===== config.mk =====
export PLATFORM = sky130hd
export DESIGN_NAME = rp_top
export DESIGN_NICKNAME = d
export VERILOG_FILES = /design/src/rp_bus_pkg.sv /design/src/rp_analog_pkg.sv /design/src/rp_bus_decoder.sv /design/src/rp_housekeeping.sv /design/src/rp_analog.sv /design/src/rp_dsp_route.sv /design/src/rp_top.sv
export SDC_FILE = /design/constraint.sdc
export NUM_CORES = 1
export LEC_CHECK = 0
export ABC_AREA = 1
export BUFFER_PORTS_ARGS = -buffer_cell sky130_fd_sc_hd__buf_4
export CAP_MARGIN = 20
export CORE_AREA = 8 8 172 174
export DETAILED_ROUTE_END_ITERATION = 8
export DIE_AREA = 0 0 180 182
export GPL_TIMING_DRIVEN = 0
export SYNTH_ARGS = -nofsm -noshare
export SYNTH_HDL_FRONTEND = slang
export SYNTH_HIERARCHICAL = 1
export SYNTH_SLANG_ARGS = --single-unit

===== constraint.sdc =====
create_clock -name adc_clk -period 2.7 [get_ports adc_clk]
set_input_delay 0.54 -clock adc_clk [delete_from_list [all_inputs] [get_ports adc_clk]]
set_output_delay 0.54 -clock adc_clk [all_outputs]
set_load 0.01 [all_outputs]

===== src/rp_bus_pkg.sv =====
package rp_bus_pkg;

  // request from the bus master, strobes are single cycle
  typedef struct packed {
    logic [31:0] addr;
    logic [31:0] wdata;
    logic        wen;    // write strobe
    logic        ren;    // read strobe
  } sys_req_t;

  typedef struct packed {
    logic [31:0] rdata;
    logic        err;
    logic        ack;
  } sys_rsp_t;

  // region field sits at addr[22:20]
  localparam int unsigned region_lsb_c  = 20;
  localparam int unsigned region_bits_c = 3;
  localparam int unsigned num_regions_c = 8;

  localparam logic [region_bits_c-1:0] region_hk_c  = 3'd0;
  localparam logic [region_bits_c-1:0] region_dsp_c = 3'd3;

  localparam int unsigned reg_off_bits_c = 8;

  //////////////////////////////////////////////////
  // housekeeping map
  localparam logic [reg_off_bits_c-1:0] hk_id_off_c   = 8'h00;
  localparam logic [reg_off_bits_c-1:0] hk_loop_off_c = 8'h04;
  localparam logic [reg_off_bits_c-1:0] hk_led_off_c  = 8'h08;
  localparam logic [reg_off_bits_c-1:0] hk_exp_off_c  = 8'h0C;
  localparam logic [31:0]               hk_id_c       = 32'h5250_0001;

  //////////////////////////////////////////////////
  // dsp routing map
  localparam logic [reg_off_bits_c-1:0] dsp_sel_a_off_c  = 8'h00;
  localparam logic [reg_off_bits_c-1:0] dsp_sel_b_off_c  = 8'h04;
  localparam logic [reg_off_bits_c-1:0] dsp_offs_a_off_c = 8'h08;
  localparam logic [reg_off_bits_c-1:0] dsp_offs_b_off_c = 8'h0C;
  localparam logic [reg_off_bits_c-1:0] dsp_setp_a_off_c = 8'h10;
  localparam logic [reg_off_bits_c-1:0] dsp_setp_b_off_c = 8'h14;

endpackage


===== src/rp_analog_pkg.sv =====
package rp_analog_pkg;

  localparam int unsigned adc_in_bits_c = 16;  // raw port, 2 lsbs unused
  localparam int unsigned smp_bits_c    = 14;

  // internal sample, two's complement
  typedef logic signed [smp_bits_c-1:0] sample_t;
  // converter code, offset binary with negative slope
  typedef logic [smp_bits_c-1:0] raw_t;

  // dsp source per dac channel
  typedef enum logic [1:0] {
    src_adc_a = 2'd0,
    src_adc_b = 2'd1,
    src_setp  = 2'd2,
    src_zero  = 2'd3
  } src_sel_t;

  typedef struct packed {
    src_sel_t sel;
    sample_t  offs;   // signed offset, saturating add
    sample_t  setp;   // constant source
  } ch_cfg_t;

  typedef struct packed {
    sample_t a;
    sample_t b;
  } smp_pair_t;

endpackage


===== src/rp_bus_decoder.sv =====
module rp_bus_decoder (
  input  rp_bus_pkg::sys_req_t req_i,
  input  rp_bus_pkg::sys_rsp_t hk_rsp_i,
  input  rp_bus_pkg::sys_rsp_t dsp_rsp_i,
  output rp_bus_pkg::sys_rsp_t rsp_o,
  output rp_bus_pkg::sys_req_t hk_req_o,
  output rp_bus_pkg::sys_req_t dsp_req_o
);

  import rp_bus_pkg::*;

  logic [region_bits_c-1:0] region;  // addr[22:20]
  logic [num_regions_c-1:0] cs;      // one-hot chip select

  assign region = req_i.addr[region_lsb_c +: region_bits_c];
  assign cs     = {{(num_regions_c-1){1'b0}}, 1'b1} << region;

  //////////////////////////////////////////////////
  // request fan-out

  // addr and wdata go everywhere, strobes only to the selected slave
  always_comb
  begin
    hk_req_o     = req_i;
    hk_req_o.wen = req_i.wen & cs[region_hk_c];
    hk_req_o.ren = req_i.ren & cs[region_hk_c];
  end

  always_comb
  begin
    dsp_req_o     = req_i;
    dsp_req_o.wen = req_i.wen & cs[region_dsp_c];
    dsp_req_o.ren = req_i.ren & cs[region_dsp_c];
  end

  //////////////////////////////////////////////////
  // response mux

  always_comb
  begin
    case (region)
      region_hk_c:  rsp_o = hk_rsp_i;
      region_dsp_c: rsp_o = dsp_rsp_i;
      // empty regions, ack is a level so no slave timing applies
      default:      rsp_o = '{rdata: '0, err: 1'b0, ack: 1'b1};
    endcase
  end

endmodule


===== src/rp_housekeeping.sv =====
module rp_housekeeping (
  input  logic                 adc_clk,
  input  logic                 rst_n_i,
  input  rp_bus_pkg::sys_req_t req_i,
  input  logic [7:0]           exp_i,     // expansion pins, async to us
  output rp_bus_pkg::sys_rsp_t rsp_o,
  output logic [7:0]           led_o,
  output logic                 loop_o     // digital loop enable
);

  import rp_bus_pkg::*;

  logic [reg_off_bits_c-1:0] off;
  logic                      stb;
  logic                      hit;        // offset is mapped
  logic [31:0]               rd_data;

  logic [7:0]  led_q;
  logic        loop_q;
  logic [7:0]  exp_q;
  logic        ack_q;
  logic        err_q;
  logic [31:0] rdata_q;

  assign off = req_i.addr[reg_off_bits_c-1:0];
  assign stb = req_i.wen | req_i.ren;

  //////////////////////////////////////////////////
  // read decode

  always_comb
  begin
    hit     = 1'b1;
    rd_data = '0;
    case (off)
      hk_id_off_c:   rd_data = hk_id_c;
      hk_loop_off_c: rd_data = {31'b0, loop_q};
      hk_led_off_c:  rd_data = {24'b0, led_q};
      hk_exp_off_c:  rd_data = {24'b0, exp_q};
      default:       hit = 1'b0;  // rdata stays 0
    endcase
  end

  //////////////////////////////////////////////////
  // registers

  always_ff @(posedge adc_clk)
  begin
    if (!rst_n_i)
    begin
      led_q  <= '0;
      loop_q <= 1'b0;
      ack_q  <= 1'b0;
      err_q  <= 1'b0;
    end
    else
    begin
      ack_q <= stb;          // one cycle after strobe
      err_q <= stb & ~hit;
      if (req_i.wen)
      begin
        case (off)
          hk_loop_off_c: loop_q <= req_i.wdata[0];
          hk_led_off_c:  led_q  <= req_i.wdata[7:0];
          default:       ;   // id and exp are read only
        endcase
      end
    end
  end

  always_ff @(posedge adc_clk)
  begin
    exp_q   <= exp_i;        // single sample stage for readback
    rdata_q <= req_i.ren ? rd_data : '0;
  end

  assign rsp_o  = '{rdata: rdata_q, err: err_q, ack: ack_q};
  assign led_o  = led_q;
  assign loop_o = loop_q;

endmodule


===== src/rp_analog.sv =====
module rp_analog (
  input  logic                                    adc_clk,
  input  logic                                    rst_n_i,
  input  logic [rp_analog_pkg::adc_in_bits_c-1:0] adc_dat_a_i,
  input  logic [rp_analog_pkg::adc_in_bits_c-1:0] adc_dat_b_i,
  input  logic                                    loop_i,
  input  rp_analog_pkg::smp_pair_t                dsp_i,
  output rp_analog_pkg::smp_pair_t                adc_o,
  output rp_analog_pkg::raw_t                     dac_dat_a_o,
  output rp_analog_pkg::raw_t                     dac_dat_b_o
);

  import rp_analog_pkg::*;

  raw_t adc_raw_a;   // input registers, upper 14 bits
  raw_t adc_raw_b;
  raw_t dac_q_a;
  raw_t dac_q_b;

  // neg-slope offset binary <-> two's complement, same in both directions
  function automatic logic [smp_bits_c-1:0] neg_slope(input logic [smp_bits_c-1:0] x);
    return {x[smp_bits_c-1], ~x[smp_bits_c-2:0]};
  endfunction

  //////////////////////////////////////////////////
  // adc side

  always_ff @(posedge adc_clk)
  begin
    adc_raw_a <= adc_dat_a_i[adc_in_bits_c-1 -: smp_bits_c];  // drop 2 lsbs
    adc_raw_b <= adc_dat_b_i[adc_in_bits_c-1 -: smp_bits_c];
  end

  // digital loop replaces the converter samples with the dsp outputs
  always_comb
  begin
    adc_o.a = loop_i ? dsp_i.a : sample_t'(neg_slope(adc_raw_a));
    adc_o.b = loop_i ? dsp_i.b : sample_t'(neg_slope(adc_raw_b));
  end

  //////////////////////////////////////////////////
  // dac side

  always_ff @(posedge adc_clk)
  begin
    if (!rst_n_i)
    begin
      dac_q_a <= neg_slope('0);  // 0x1FFF, midscale
      dac_q_b <= neg_slope('0);
    end
    else
    begin
      dac_q_a <= neg_slope(dsp_i.a);
      dac_q_b <= neg_slope(dsp_i.b);
    end
  end

  assign dac_dat_a_o = dac_q_a;
  assign dac_dat_b_o = dac_q_b;

endmodule


===== src/rp_dsp_route.sv =====
module rp_dsp_route (
  input  logic                     adc_clk,
  input  logic                     rst_n_i,
  input  rp_bus_pkg::sys_req_t     req_i,
  input  rp_analog_pkg::smp_pair_t adc_i,
  output rp_bus_pkg::sys_rsp_t     rsp_o,
  output rp_analog_pkg::smp_pair_t dsp_o
);

  import rp_bus_pkg::*;
  import rp_analog_pkg::*;

  localparam int unsigned pad_c = 32 - smp_bits_c;  // readback zero fill

  logic [reg_off_bits_c-1:0] off;
  logic                      stb;
  logic                      hit;
  logic [31:0]               rd_data;

  ch_cfg_t     cfg_a;
  ch_cfg_t     cfg_b;
  smp_pair_t   dsp_q;
  logic        ack_q;
  logic        err_q;
  logic [31:0] rdata_q;

  // source mux, then offset add clamped to the sample range
  function automatic sample_t route(input ch_cfg_t cfg, input smp_pair_t adc);
    sample_t                     src;
    logic signed [smp_bits_c:0]  sum;   // one guard bit
    case (cfg.sel)
      src_adc_a: src = adc.a;
      src_adc_b: src = adc.b;
      src_setp:  src = cfg.setp;
      default:   src = '0;
    endcase
    sum = {src[smp_bits_c-1], src} + {cfg.offs[smp_bits_c-1], cfg.offs};
    if (sum[smp_bits_c] != sum[smp_bits_c-1])  // overflow
      return sum[smp_bits_c] ? {1'b1, {(smp_bits_c-1){1'b0}}}
                             : {1'b0, {(smp_bits_c-1){1'b1}}};
    return sum[smp_bits_c-1:0];
  endfunction

  assign off = req_i.addr[reg_off_bits_c-1:0];
  assign stb = req_i.wen | req_i.ren;

  //////////////////////////////////////////////////
  // register readback

  always_comb
  begin
    hit     = 1'b1;
    rd_data = '0;
    case (off)
      dsp_sel_a_off_c:  rd_data = {30'b0, cfg_a.sel};
      dsp_sel_b_off_c:  rd_data = {30'b0, cfg_b.sel};
      dsp_offs_a_off_c: rd_data = {{pad_c{1'b0}}, cfg_a.offs};
      dsp_offs_b_off_c: rd_data = {{pad_c{1'b0}}, cfg_b.offs};
      dsp_setp_a_off_c: rd_data = {{pad_c{1'b0}}, cfg_a.setp};
      dsp_setp_b_off_c: rd_data = {{pad_c{1'b0}}, cfg_b.setp};
      default:          hit = 1'b0;
    endcase
  end

  //////////////////////////////////////////////////
  // config registers and bus response

  always_ff @(posedge adc_clk)
  begin
    if (!rst_n_i)
    begin
      cfg_a <= '{sel: src_zero, offs: '0, setp: '0};
      cfg_b <= '{sel: src_zero, offs: '0, setp: '0};
      ack_q <= 1'b0;
      err_q <= 1'b0;
    end
    else
    begin
      ack_q <= stb;
      err_q <= stb & ~hit;
      if (req_i.wen)
      begin
        case (off)
          dsp_sel_a_off_c:  cfg_a.sel  <= src_sel_t'(req_i.wdata[1:0]);
          dsp_sel_b_off_c:  cfg_b.sel  <= src_sel_t'(req_i.wdata[1:0]);
          dsp_offs_a_off_c: cfg_a.offs <= sample_t'(req_i.wdata[smp_bits_c-1:0]);
          dsp_offs_b_off_c: cfg_b.offs <= sample_t'(req_i.wdata[smp_bits_c-1:0]);
          dsp_setp_a_off_c: cfg_a.setp <= sample_t'(req_i.wdata[smp_bits_c-1:0]);
          dsp_setp_b_off_c: cfg_b.setp <= sample_t'(req_i.wdata[smp_bits_c-1:0]);
          default:          ;  // unmapped, err only
        endcase
      end
    end
  end

  always_ff @(posedge adc_clk)
  begin
    rdata_q <= req_i.ren ? rd_data : '0;
  end

  //////////////////////////////////////////////////
  // output stage, one register per channel

  always_ff @(posedge adc_clk)
  begin
    if (!rst_n_i)
      dsp_q <= '0;
    else
    begin
      dsp_q.a <= route(cfg_a, adc_i);
      dsp_q.b <= route(cfg_b, adc_i);
    end
  end

  assign dsp_o = dsp_q;
  assign rsp_o = '{rdata: rdata_q, err: err_q, ack: ack_q};

endmodule


===== src/rp_top.sv =====
module rp_top (
  input  logic                                    adc_clk,
  input  logic                                    rst_n_i,
  input  rp_bus_pkg::sys_req_t                    sys_req_i,
  output rp_bus_pkg::sys_rsp_t                    sys_rsp_o,
  input  logic [rp_analog_pkg::adc_in_bits_c-1:0] adc_dat_a_i,
  input  logic [rp_analog_pkg::adc_in_bits_c-1:0] adc_dat_b_i,
  input  logic [7:0]                              exp_i,
  output rp_analog_pkg::raw_t                     dac_dat_a_o,
  output rp_analog_pkg::raw_t                     dac_dat_b_o,
  output logic [7:0]                              led_o
);

  import rp_bus_pkg::*;
  import rp_analog_pkg::*;

  sys_req_t  hk_req;     // region 0
  sys_rsp_t  hk_rsp;
  sys_req_t  dsp_req;    // region 3
  sys_rsp_t  dsp_rsp;
  smp_pair_t adc_smp;    // converted adc, or dsp when looped
  smp_pair_t dsp_smp;
  logic      loop;

  //////////////////////////////////////////////////
  // bus

  rp_bus_decoder i_dec (
    .req_i     (sys_req_i),
    .hk_rsp_i  (hk_rsp),
    .dsp_rsp_i (dsp_rsp),
    .rsp_o     (sys_rsp_o),
    .hk_req_o  (hk_req),
    .dsp_req_o (dsp_req)
  );

  rp_housekeeping i_hk (
    .adc_clk (adc_clk),
    .rst_n_i (rst_n_i),
    .req_i   (hk_req),
    .exp_i   (exp_i),
    .rsp_o   (hk_rsp),
    .led_o   (led_o),
    .loop_o  (loop)
  );

  //////////////////////////////////////////////////
  // data path, adc -> dsp -> dac

  rp_analog i_analog (
    .adc_clk     (adc_clk),
    .rst_n_i     (rst_n_i),
    .adc_dat_a_i (adc_dat_a_i),
    .adc_dat_b_i (adc_dat_b_i),
    .loop_i      (loop),
    .dsp_i       (dsp_smp),
    .adc_o       (adc_smp),
    .dac_dat_a_o (dac_dat_a_o),
    .dac_dat_b_o (dac_dat_b_o)
  );

  rp_dsp_route i_dsp (
    .adc_clk (adc_clk),
    .rst_n_i (rst_n_i),
    .req_i   (dsp_req),
    .adc_i   (adc_smp),
    .rsp_o   (dsp_rsp),
    .dsp_o   (dsp_smp)
  );

endmodule


* Word level (Yosys, flattened, before mapping)
Index checks and enable logic that the tools add are counted.
** Storage, ports and cells
- Flip-flop bits (word level) :: 229
- Input port bits :: 108
** Operators by class
- Shift operators :: 1
- Reductions and logical operators :: 14
- Equality and inequality tests :: 12
- $add $sub $neg :: 2
- Bitwise logic cells :: 14
- Multiplexer cells :: 21
** Operators with widths (count)
- 2-to-1 mux 14 bit :: 10
- one-hot mux 31 bit (4 select lines) :: 1
- one-hot mux 14 bit (3 select lines) :: 2
- one-hot mux 14 bit (6 select lines) :: 1
- one-hot mux 34 bit (2 select lines) :: 1
- NOT 13 bit :: 4
- adder 14 x 14 -> 15 bit :: 2
- == test 8 x 4 -> 1 bit (second input constant) :: 2
- == test 8 x 5 -> 1 bit (second input constant) :: 2
- AND reduction 2 bit :: 8
- == test 8 x 3 -> 1 bit (second input constant) :: 1
- zero test 8 bit :: 1
- AND 1 bit :: 6
- 2-to-1 mux 1 bit :: 6
- OR reduction 6 bit :: 1
- == test 2 x 1 -> 1 bit (second input constant) :: 2
- == test 2 bit (second input constant) :: 2
- zero test 2 bit :: 2
- OR reduction 4 bit :: 1
- left shift 1 x 3 -> 4 bit (first input constant) :: 1
- == test 3 x 2 -> 1 bit (second input constant) :: 1
- zero test 3 bit :: 1
- inequality test 1 bit :: 2
- NOT 1 bit :: 2
- bitwise OR 1 bit :: 2

* Longest topological paths before layout
- Word-level depth :: 9
- Depth in mapped cells :: 20

* By module
The synthesis kept the hierarchy.
** By module, submodules not included
- rp_dsp_route :: times used 1, area each 6222.2 µm², cells an instance 872, sequential area each 2082.0 µm²
- rp_analog :: times used 1, area each 1630.3 µm², cells an instance 154, sequential area each 1121.1 µm²
- rp_bus_decoder :: times used 1, area each 1596.5 µm², cells an instance 251, sequential area each 0.0 µm²
- rp_housekeeping :: times used 1, area each 1167.4 µm², cells an instance 147, sequential area each 560.5 µm²

* Worst setup path after synthesis
No wires, ideal clock.
- Path type :: flip-flop to flip-flop
- From :: register i_hk.loop_q (netlist: i_hk/loop_o)
- To :: register i_dsp.dsp_q, in the netlist i_dsp/dsp_o[17]
- Path slack :: 0.242 ns
- Arrival time :: 2.345 ns
- Library setup time :: 0.113 ns
- Period minus slack after synthesis :: 2.458 ns
- Stages on the path, launching flop included :: 20
- Cells stage by stage :: dfxtp_1 > buf_6 > buf_6 > nand2_1 > o21ai_0 > nand2_1 > o221ai_1 > ha_1 > fa_1 > nand2_1 > nand2_1 > nand3b_1 > nand2_2 > nand2_2 > nand2_2 > nand2_1 > nand2_2 > nand3_2 > buf_6 > nand2_2
** RTL lines
- from (decl) :: line rp_housekeeping.sv:19 : logic loop_q;
- from (signal assigned) :: line rp_housekeeping.sv:63 : hk_loop_off_c: loop_q <= req_i.wdata[0];
- to (decl) :: line rp_dsp_route.sv:22 : smp_pair_t dsp_q;

==> out/metrics.cfg <==
[placed_design]
place.gp.congestion=0.893
dp_hpwl_mm=24.7
port_buffers=99

[setup_path]
timing.rr.end=i_dsp/dsp_o[0]
timing.critical_path.cells=buf_6, buf_6, nand2_1, o21ai_1, inv_1, o221ai_2, ha_4, nand2_1, inv_1, nand2_1, nand2_1, a21oi_4, nand2_2, nand2_2, nand2_4, nand2_8, nand2_8, nor2_4
critical-path-top-delay-family=simple AND/OR/NAND/NOR gates
timing.critical_path.arrival_ns=3.14
timing.critical_path.required_ns=3.07
critical-path-max-stage-delay_ns=0.47
critPathLaunchType=flip-flop
critical_path.slowest_cell=sky130_fd_sc_hd__dfxtp_4
crit_path_max_fanout=7
r2r_start=i_hk/loop_o
timing.reg2reg.setup_slack_ns=-0.07
most_common_cell_on_crit_path=sky130_fd_sc_hd__nand2_1
timing_worst_setup_path_type=reg -> reg
timing.reg2reg.worst_path_depth=18
path_buf_inv=4
crit_path_end_kind=flip-flop

[cts]
numCtsBuffers=17
htree_levels=4
cts_tree=yes
cts-root-to-sink-buffers=2
clock_insertion_delay_worst_skew_ns=0.44
cts_hold_repair.buffers=0
tritoncts_num_sinks=188
clock_root_buffer=sky130_fd_sc_hd__clkbuf_16
cts.clk_slew.worst_paths_ns=0.08

[worst_hold_path]
hp-class=in -> reg
min_from=exp_i[7]
whs_path_depth=1
worst_hold_path.endpoint=i_hk/exp_q[7]

[final_layout]
area_delta_synth_final_pct=32.3
layout-drive-gt1-share_pct=33.8
antennaDiodeCount=0
nNetsFinal=1668

[sta]
skew_ns=0.0105
setup_repair_after_global_routing_missed_its_margin=true
timing.slew.headroom_pct=44.9
timing_worst_slew_pin_value_ns=0.827
finalWorstPathRequiredPeriod_ns=2.77
timing.final.max_slew_violations=0
worst_hold_slack_ns=0.194
final-hold-violation-count=0
final_critical_path_setup_slack_ns=-0.0694
achievable-frequency_mhz=361
setup_viol_count_final=11
post-route-period-util_pct=103

[detailed_routing]
viasPerCell=4.88
routed_wl_mm=32.0
drt_iter0_markers=691
remaining_drc_errors=0
via_count=9199
postRouteAntennaNets=0
detailedRoute.firstPassIterationCount=6
drt-wirelength-per-cell_um=17.0

[die]
die_area_sq_um=32800
placementRows=60
coreArea_sq_um=26700
die_y_um=182
start_util_pct=37.3
die_width_um=180
ioPinCount=178

[pwr]
total_leakage_power_nw=5.70
power.density_nw_per_um2=430
p_total_w=0.00566
irDropWorstVdd_mv=0.374

[run]
cap_violations=0

[grt]
grt_max_degree=20
number_of_antenna_violations_at_the_first_check_in_global_routing=0
overflow=0
grt_pass1_wl_mm=48.6
track_usage_pct=18.9
vias_in_the_first_global_route=8705

[synth]
syn-mean-instance-area_sq_um=7.45
post_synth_inst_count=1334
syn-cell-area_sq_um=9940
yosys_warnings=6

[status]
status=complete, but fails checks
failed_checks=negative setup slack

## per-layer routing
metal / GRT usage, % / vias to the layer above / share of wire [%]
li1: - / 4616 / -
met1: 23.8 / 4269 / 44
met2: 31.8 / 275 / 48
met3: 4.05 / 39 / 5.6
met4: 5.80 / 0 / 2.1
met5: 0 / - / 0
## through the flow
stage | std cells | setup TNS, ns | area [sq um] | setup WS [ns] | util (%)
detailed placement | 1809 | -10.06 | 11200 | -0.533 | 42.2
finish | 1884 | -0.462 | 13200 | -0.0694 | 49.4
CTS | 1869 | -0.0438 | 12600 | -0.0148 | 47.1
global route | 1884 | -3.90 | 13200 | -0.214 | 49.4
global placement | 1809 | -9.14 | 11200 | -0.507 | 42.2
floorplan | 1369 | 0 | 10100 | 0.242 | -
## power by group
part | switching (W) | internal (W) | leakage (nW) | total (W)
combinational | 0.000217 | 0.000173 | 3.90 | 0.000390
clock | 0.00122 | 0.00123 | 0.280 | 0.00246
sequential | 0.0000123 | 0.00280 | 1.53 | 0.00281
## layout by cell type, fill, tap and decap left out, types with 11 or more instances in the layout
| cell type | n |
|---|---|
| sky130_fd_sc_hd__inv_2 | 18 |
| sky130_fd_sc_hd__dfxtp_1 | 185 |
| sky130_fd_sc_hd__nand2_1 | 229 |
| sky130_fd_sc_hd__nand2_4 | 11 |
| sky130_fd_sc_hd__o21ai_0 | 57 |
| sky130_fd_sc_hd__o21ai_2 | 25 |
| sky130_fd_sc_hd__buf_6 | 17 |
| sky130_fd_sc_hd__nand3_1 | 63 |
| sky130_fd_sc_hd__nand3_2 | 23 |
| sky130_fd_sc_hd__ha_1 | 12 |
| sky130_fd_sc_hd__a21oi_2 | 11 |
| sky130_fd_sc_hd__a21oi_1 | 71 |
| sky130_fd_sc_hd__o21ai_1 | 44 |
| sky130_fd_sc_hd__o22ai_1 | 15 |
| sky130_fd_sc_hd__clkbuf_16 | 17 |
| sky130_fd_sc_hd__buf_4 | 224 |
| sky130_fd_sc_hd__nor3_1 | 17 |
| sky130_fd_sc_hd__xor2_1 | 15 |
| sky130_fd_sc_hd__ha_4 | 14 |
| sky130_fd_sc_hd__conb_1 | 37 |
| sky130_fd_sc_hd__o221ai_2 | 12 |
| sky130_fd_sc_hd__nand2_2 | 52 |
| sky130_fd_sc_hd__inv_1 | 140 |
| sky130_fd_sc_hd__nor2_1 | 97 |
## layout make-up
class	instances	area [sq um]
sequential	188	3770
clock buffer	17	425
timing repair buffer	141	1110
buffer	131	1010
fill	2599	13500
multi-input combinational	891	5660
inverter	160	606
clock inverter	15	153
tap	341	427
## flip-flops by register name, indices dropped and copies added (netlist names), 8 cells and up
signal / count
i_dsp/cfg_a: 30
i_dsp/cfg_b: 30
i_dsp/dsp_o: 28
i_analog/adc_raw_a: 14
i_analog/adc_raw_b: 14
i_analog/dac_dat_a_o: 14
i_analog/dac_dat_b_o: 14
i_dsp/rdata_q: 14
i_hk/rdata_q: 9
i_hk/exp_q: 8
i_hk/led_o: 8
## timing repair
action | CTS | global route
cloned | 3 | 1
gates resized for setup | 113 | 99
setup endpoints to repair | 28 | 28
pin swaps | 42 | 41
setup buffers | 25 | 15
## worst max path at each step
stage	start	to	slack (ns)	depth (start not counted)
5_1_grt	i_hk/loop_o	i_dsp/dsp_o[11]	-0.21	18
3_5_place_dp	i_hk/loop_o	i_dsp/dsp_o[0]	-0.53	18
2_1_floorplan	i_hk/loop_o	i_dsp/dsp_o[17]	0.24	19
6_report	i_hk/loop_o	i_dsp/dsp_o[0]	-0.07	18
3_3_place_gp	i_hk/loop_o	i_dsp/dsp_o[0]	-0.51	18
4_1_cts	i_hk/loop_o	i_dsp/dsp_o[0]	-0.01	20
(Power assumes the default switching activity.)
